File: config.mk
export PLATFORM = sky130hd
export DESIGN_NAME = flowXbarRr
export DESIGN_NICKNAME = d
export VERILOG_FILES = /design/src/verilog/xbarPkg.sv /design/src/verilog/rrArbiter.sv /design/src/verilog/xbarCore.sv /design/src/verilog/flowXbarRr.sv
export VERILOG_INCLUDE_DIRS = /design/src /design/src/verilog
export SDC_FILE = /design/constraint.sdc
export NUM_CORES = 1
export LEC_CHECK = 0
export BUFFER_PORTS_ARGS = -buffer_cell sky130_fd_sc_hd__buf_4
export CORE_UTILIZATION = 51
export DETAILED_ROUTE_END_ITERATION = 8
export PLACE_DENSITY = 0.88
export SYNTH_ARGS = -nofsm -noshare
export SYNTH_HDL_FRONTEND = slang
export SYNTH_SLANG_ARGS = --single-unit
File: constraint.sdc
create_clock -name clk -period 4.2 [get_ports clk]
set_clock_uncertainty 0.15 [all_clocks]
set_input_delay 0.21 -clock clk [delete_from_list [all_inputs] [get_ports clk]]
set_output_delay 0.21 -clock clk [all_outputs]
set_load 0.01 [all_outputs]
File: src/verilog/xbar_settings.svh
`ifndef XBAR_SETTINGS_SVH
`define XBAR_SETTINGS_SVH

// Number of push flows feeding the crossbar
`define NUM_PUSH 4

// Number of pop flows leaving the crossbar
`define NUM_POP 4

// Width of one flow's data word
`define DATA_WIDTH 16

// Destination ID width is log2 of the pop count but never below one bit
`define DEST_WIDTH ((`NUM_POP > 1) ? $clog2(`NUM_POP) : 1)

`endif

File: src/verilog/xbarPkg.sv
`default_nettype none

`include "xbar_settings.svh"

package xbarPkg;

  // --------------------
  // Payload types
  // --------------------

  // One data word as carried by a push or pop flow
  typedef logic [`DATA_WIDTH-1:0] dataT;

  // Binary number of the pop flow a push is aimed at
  typedef logic [`DEST_WIDTH-1:0] destIdT;

  // --------------------
  // Flow masks
  // --------------------

  // One bit per push flow, used for requests, grants and push handshakes
  typedef logic [`NUM_PUSH-1:0] pushMaskT;

  // One bit per pop flow, used for pop handshakes and priority updates
  typedef logic [`NUM_POP-1:0] popMaskT;

endpackage

`default_nettype wire

File: src/verilog/rrArbiter.sv
`timescale 1ns/1ps
`default_nettype none

`include "xbar_settings.svh"

// Round-robin arbiter serving a single pop flow
module rrArbiter (
  input  logic             clk,
  input  logic             reset,
  input  xbarPkg::pushMaskT request,
  input  logic             enablePriorityUpdate,
  output xbarPkg::pushMaskT grant
);

  // One-hot pointer whose set bit marks the highest-priority source
  xbarPkg::pushMaskT priorityPtr;

  // Every source at or above the pointer index
  xbarPkg::pushMaskT thermoMask;

  // Requests that sit at or above the pointer
  xbarPkg::pushMaskT maskedRequest;

  // Pointer value for the cycle after an accepted transfer
  xbarPkg::pushMaskT nextPtr;

  // --------------------
  // Grant selection
  // --------------------

  // Subtracting one from a one-hot value sets every bit below it,
  // so inverting that keeps the pointer bit and all bits above it
  assign thermoMask    = ~(priorityPtr - xbarPkg::pushMaskT'(1));
  assign maskedRequest = request & thermoMask;

  // Search from the pointer upward first and wrap to bit 0 when nothing is there
  always_comb begin
    if (|maskedRequest) begin
      // Lowest set bit of the masked requests
      grant = maskedRequest & (~maskedRequest + xbarPkg::pushMaskT'(1));
    end else begin
      // The wrapped search takes the lowest set bit of all requests
      grant = request & (~request + xbarPkg::pushMaskT'(1));
    end
  end

  // --------------------
  // Pointer update
  // --------------------

  // The winner drops to lowest priority, so the pointer lands one index above it
  assign nextPtr = (grant << 1) | (grant >> (`NUM_PUSH - 1));

  always_ff @(posedge clk) begin
    if (reset) begin
      // Source 0 starts out as the highest priority
      priorityPtr <= xbarPkg::pushMaskT'(1);
    end else if (enablePriorityUpdate && (|grant)) begin
      priorityPtr <= nextPtr;
    end
  end

endmodule

`default_nettype wire

File: src/verilog/xbarCore.sv
`timescale 1ns/1ps
`default_nettype none

`include "xbar_settings.svh"

// Combinational datapath of the crossbar
//
// Requests are decoded from the destination IDs and handed to one arbiter
// per pop flow. The grants come back the same cycle and steer both the pop
// data mux and the push ready signals, so a push that wins its output moves
// straight through with no storage on the way
module xbarCore (
  input  xbarPkg::pushMaskT                  pushValid,
  input  xbarPkg::dataT    [`NUM_PUSH-1:0]   pushData,
  input  xbarPkg::destIdT  [`NUM_PUSH-1:0]   pushDestId,
  output xbarPkg::pushMaskT                  pushReady,

  input  xbarPkg::popMaskT                   popReady,
  output xbarPkg::popMaskT                   popValid,
  output xbarPkg::dataT    [`NUM_POP-1:0]    popData,

  output xbarPkg::pushMaskT [`NUM_POP-1:0]   request,
  input  xbarPkg::pushMaskT [`NUM_POP-1:0]   grant,
  output xbarPkg::popMaskT                   enablePriorityUpdate
);

  // --------------------
  // Request matrix
  // --------------------

  // Row j collects every valid push whose destination is pop flow j.
  // A source only ever appears in one row because its ID picks exactly one
  always_comb begin
    for (int j = 0; j < `NUM_POP; j++) begin
      for (int i = 0; i < `NUM_PUSH; i++) begin
        request[j][i] = pushValid[i] && (pushDestId[i] == xbarPkg::destIdT'(j));
      end
    end
  end

  // --------------------
  // Pop side
  // --------------------

  // An output has something to offer as soon as any source is aimed at it.
  // The arbiter always grants one of those, so valid never waits on the grant
  always_comb begin
    for (int j = 0; j < `NUM_POP; j++) begin
      popValid[j] = |request[j];
    end
  end

  // AND-OR mux over the grant row.
  // Grants are one-hot or zero, so at most one term is non-zero per output
  always_comb begin
    for (int j = 0; j < `NUM_POP; j++) begin
      popData[j] = '0;
      for (int i = 0; i < `NUM_PUSH; i++) begin
        popData[j] |= {`DATA_WIDTH{grant[j][i]}} & pushData[i];
      end
    end
  end

  // --------------------
  // Push side
  // --------------------

  // A source is ready when it holds the grant at some output and that output
  // can take the word this cycle.
  // Grants only exist where the source requested, which already ties
  // the output to the source's destination ID
  always_comb begin
    for (int i = 0; i < `NUM_PUSH; i++) begin
      pushReady[i] = 1'b0;
      for (int j = 0; j < `NUM_POP; j++) begin
        pushReady[i] |= grant[j][i] & popReady[j];
      end
    end
  end

  // --------------------
  // Arbiter feedback
  // --------------------

  // Priority only rotates once the pop handshake completes.
  // While popReady is held low the pointer stays put, the request
  // set cannot change under the handshake rule, and so the grant and the
  // pop data stay stable until the transfer goes through
  assign enablePriorityUpdate = popValid & popReady;

endmodule

`default_nettype wire

File: src/verilog/flowXbarRr.sv
`timescale 1ns/1ps
`default_nettype none

`include "xbar_settings.svh"

// Flow-controlled crossbar with round-robin arbitration per output
//
// Every push flow names its output with a binary destination ID. Pushes to
// distinct outputs all pass in the same cycle, and pushes that collide on one
// output take turns in round-robin order starting from source 0
module flowXbarRr (
  input  logic                               clk,
  input  logic                               reset,

  input  xbarPkg::pushMaskT                  pushValid,
  input  xbarPkg::dataT    [`NUM_PUSH-1:0]   pushData,
  input  xbarPkg::destIdT  [`NUM_PUSH-1:0]   pushDestId,
  output xbarPkg::pushMaskT                  pushReady,

  input  xbarPkg::popMaskT                   popReady,
  output xbarPkg::popMaskT                   popValid,
  output xbarPkg::dataT    [`NUM_POP-1:0]    popData
);

  // One request row and one grant row per pop flow
  xbarPkg::pushMaskT [`NUM_POP-1:0] request;
  xbarPkg::pushMaskT [`NUM_POP-1:0] grant;

  // Strobes that move each arbiter's pointer after a completed pop
  xbarPkg::popMaskT enablePriorityUpdate;

  // --------------------
  // Datapath
  // --------------------

  xbarCore i_xbarCore (
    .pushValid            (pushValid),
    .pushData             (pushData),
    .pushDestId           (pushDestId),
    .pushReady            (pushReady),
    .popReady             (popReady),
    .popValid             (popValid),
    .popData              (popData),
    .request              (request),
    .grant                (grant),
    .enablePriorityUpdate (enablePriorityUpdate)
  );

  // --------------------
  // Arbiters
  // --------------------

  // Each output keeps its own pointer, so fairness is tracked per destination
  for (genvar j = 0; j < `NUM_POP; j++) begin : genArbiters
    rrArbiter i_rrArbiter (
      .clk                  (clk),
      .reset                (reset),
      .request              (request[j]),
      .enablePriorityUpdate (enablePriorityUpdate[j]),
      .grant                (grant[j])
    );
  end

endmodule

`default_nettype wire

==> out/metrics.yaml <==
drt_iter0_drc: 629
root_buffer: "clkbuf_8"
crit_family: "compound AO/OA/AOI/OAI gates"
worst_pin_slew_ns: 1.31
fmax_mhz: 296
synthTopCellsByCount: "78 x nand2_1, 53 x a32oi_1, 49 x a22oi_1"
critPathMaxFanout: 18
top_register: "genArbiters.i_rrArbiter.priorityPtr"
power_mw: 0.924
synth_warnings: 0
final_cell_count_no_fill: 581
min_period_ns: 3.37
yosysMostFrequentCell: "nand2_1"
placedCellCount: 578
place_area_mm2: 0.00419
crit_path_end_kind: "output port"
slowest_delay_ns: 1.12
postSynthCellCount: 373
numCtsBuffers: 3
hold_ws_ns: 0.0946
antenna_found_initial: 0
ctsHtreeMaxLevel: 1
top_regs: "genArbiters.i_rrArbiter.priorityPtr x16"
ant_nets: 0
largest_reg_flops: 16
vias: 4272
ys_seq_area_share_pct: 10.6
cts_buffer_depth: 2
clk_latency_ns: 0.25
max_slew_margin_pct: 12.7
ys_types: 57
grt_pass1_wl_mm: 20.0
period_share_pct: 80.3
io_buffers: 153
globalRouteOverflowTotal: 0
synth_top_area_share_pct: 15.4
routed_wl_mm: 13.1
die_w_um: 79.0
setup_violations: 0
syn_nets: 459
cts.clk_slew.worst_paths_ns: 0.06
track_usage_pct: 40.1
via_per_inst: 7.35
maxSlewViolCount: 0
cts-resized-gates: 0
areaGrowthSynthToFinish_pct: 39.8
grt_pass1_vias: 4158
yosysTopAreaCell: "a32oi_1"
drc: 0
post_cts_buffers: 0
setup_tns_ns: 0
place_congestion: 0.956
hold_path_class: "in -> reg"
start_util_pct: 53.9
synth_area_leaders: "a32oi_1 15%, a22oi_1 12%, dfxtp_1 11%, nand2_1 9.7%, o41ai_4 6.4%"
arrival_ns: 3.01
cellLeakagePower_nw: 1.91
die_h_um: 79.0
status: "finished clean"
path_cells: "inv_1 -> ha_1 -> nand4_1 -> nand2_1 -> a2111oi_4 -> a22oi_1 -> nand3_1 -> buf_4"
cts_hold_buf: 0
ys.flop_type: "dfxtp_1"
cts_sinks: 16
rsz0062_at_grt: "no"
io_pins: 154
cp_num_buf_inv: 2
cts_tree: "yes"
hold_viol: 0
wl_per_cell_um: 22.5
synth-edff-count: 0
diodes: 0
maxCapViolCount: 0
cp.required_ns: 3.84
critical_path_class: "reg -> out"
fin_nets: 597
stdcell_area_mm2: 0.00423
drive_above_1_share_pct: 37.9
rows: 27
start_kind: "flop"
post-dp-hpwl_mm: 8.94
crit_slowest_cell: "a2111oi_4"
ys_ff_latch: 16
drt_first_pass_iters: 7
synth-async-reset-ratio_pct: 0
grt_max_degree: 20
syn-cell-area_mm2: 0.00302
core_area_mm2: 0.00561
dieArea_mm2: 0.00624
p_per_area_mw_per_mm2: 219
peakVddDrop_mv: 0.170
postSynthAreaPerCell_um2: 8.10
## power by group
part	total, mW	switching [mW]	internal (mW)
clock	0.119	0.0555	0.0637
sequential	0.172	0.0112	0.161
combinational	0.632	0.343	0.290
## cell usage in the layout, fill, tap and decap left out, types with 2 or more instances in the layout
| master | netlist | routed |
|---|---|---|
| o41ai_4 | 7 | 8 |
| clkbuf_8 | 0 | 3 |
| buf_4 | 4 | 159 |
| nor4_2 | 2 | 2 |
| ha_1 | 4 | 4 |
| nand4_1 | 8 | 8 |
| a22oi_1 | 49 | 49 |
| o32a_1 | 2 | 2 |
| or3b_1 | 3 | 3 |
| nor4b_4 | 2 | 3 |
| nor3_4 | 2 | 2 |
| and3b_1 | 3 | 3 |
| o31a_1 | 3 | 3 |
| a221o_1 | 18 | 18 |
| nand3_1 | 6 | 6 |
| nand2_1 | 78 | 78 |
| nor3b_2 | 2 | 2 |
| xor2_1 | 2 | 2 |
| a21oi_1 | 8 | 8 |
| nand2b_1 | 2 | 2 |
| nor2_1 | 6 | 6 |
| xnor2_1 | 2 | 2 |
| a21oi_2 | 3 | 3 |
| dfxtp_1 | 16 | 16 |
| nand3b_1 | 9 | 9 |
| a32oi_1 | 53 | 53 |
| and3_1 | 4 | 4 |
| and2_1 | 4 | 4 |
| inv_1 | 8 | 8 |
| a22o_1 | 16 | 16 |
| o22ai_1 | 2 | 2 |
## per-stage QoR
step,setup WS [ns],util (%)
after global placement,1.20,74.6
final,0.826,75.4
after global routing,0.688,75.4
after floorplan,1.80,-
after CTS,0.936,75.4
after detailed placement,1.21,74.6
## worst reg2reg max path, stage by stage, from the launching register on
cell and delay [ns]:
dfxtp_1 0.35, or4_4 0.55, and3b_4 0.23, o41ai_4 0.98
nand2_1 0.23, a21oi_2 0.26
## layout make-up
class | count | area [um2]
Inverter | 8 | 30.0
Multi-Input combinational cell | 323 | 2550
Fill cell | 439 | 1380
Timing Repair Buffer | 159 | 1190
Tap cell | 72 | 90.1
Sequential cell | 16 | 320
Clock buffer | 3 | 41.3
## cell families after synthesis
group | count (synthesis) | synth area share [%]
flops | 16 | 10.6
xor+xnor | 4 | 1.16
buf+inv | 34 | 5.67
fa+ha+maj | 4 | 1.66
compound gates | 171 | 53.1
simple gates | 144 | 27.8
## path summary, 6_finish.rpt
| path | slack (ns) | endpoint | cells after the start | from |
|---|---|---|---|---|
| worst min-delay path | 0.09 | genArbiters[3].i_rrArbiter.priorityPtr[0] | 2 | popReady[3] |
| worst max-delay path | 0.83 | pushReady[3] | 8 | genArbiters[3].i_rrArbiter.priorityPtr[0] |
| worst max register to register | 1.35 | genArbiters[2].i_rrArbiter.priorityPtr[1] | 5 | genArbiters[2].i_rrArbiter.priorityPtr[0] |
| worst min register to register | 0.36 | genArbiters[3].i_rrArbiter.priorityPtr[1] | 2 | genArbiters[3].i_rrArbiter.priorityPtr[1] |
## per-layer routing
| metal | GRT usage (%) | routed length [um] | up-vias | share of wire [%] |
|---|---|---|---|---|
| met1 | 48.7 | 4910 | 1994 | 38 |
| met5 | 0 | 0 | - | 0 |
| met3 | 8.05 | 1690 | 50 | 13 |
| met4 | 17.8 | 303 | 0 | 2.3 |
| met2 | 67.7 | 6160 | 368 | 47 |
| li1 | - | - | 1860 | - |
(Power assumes the default switching activity.)
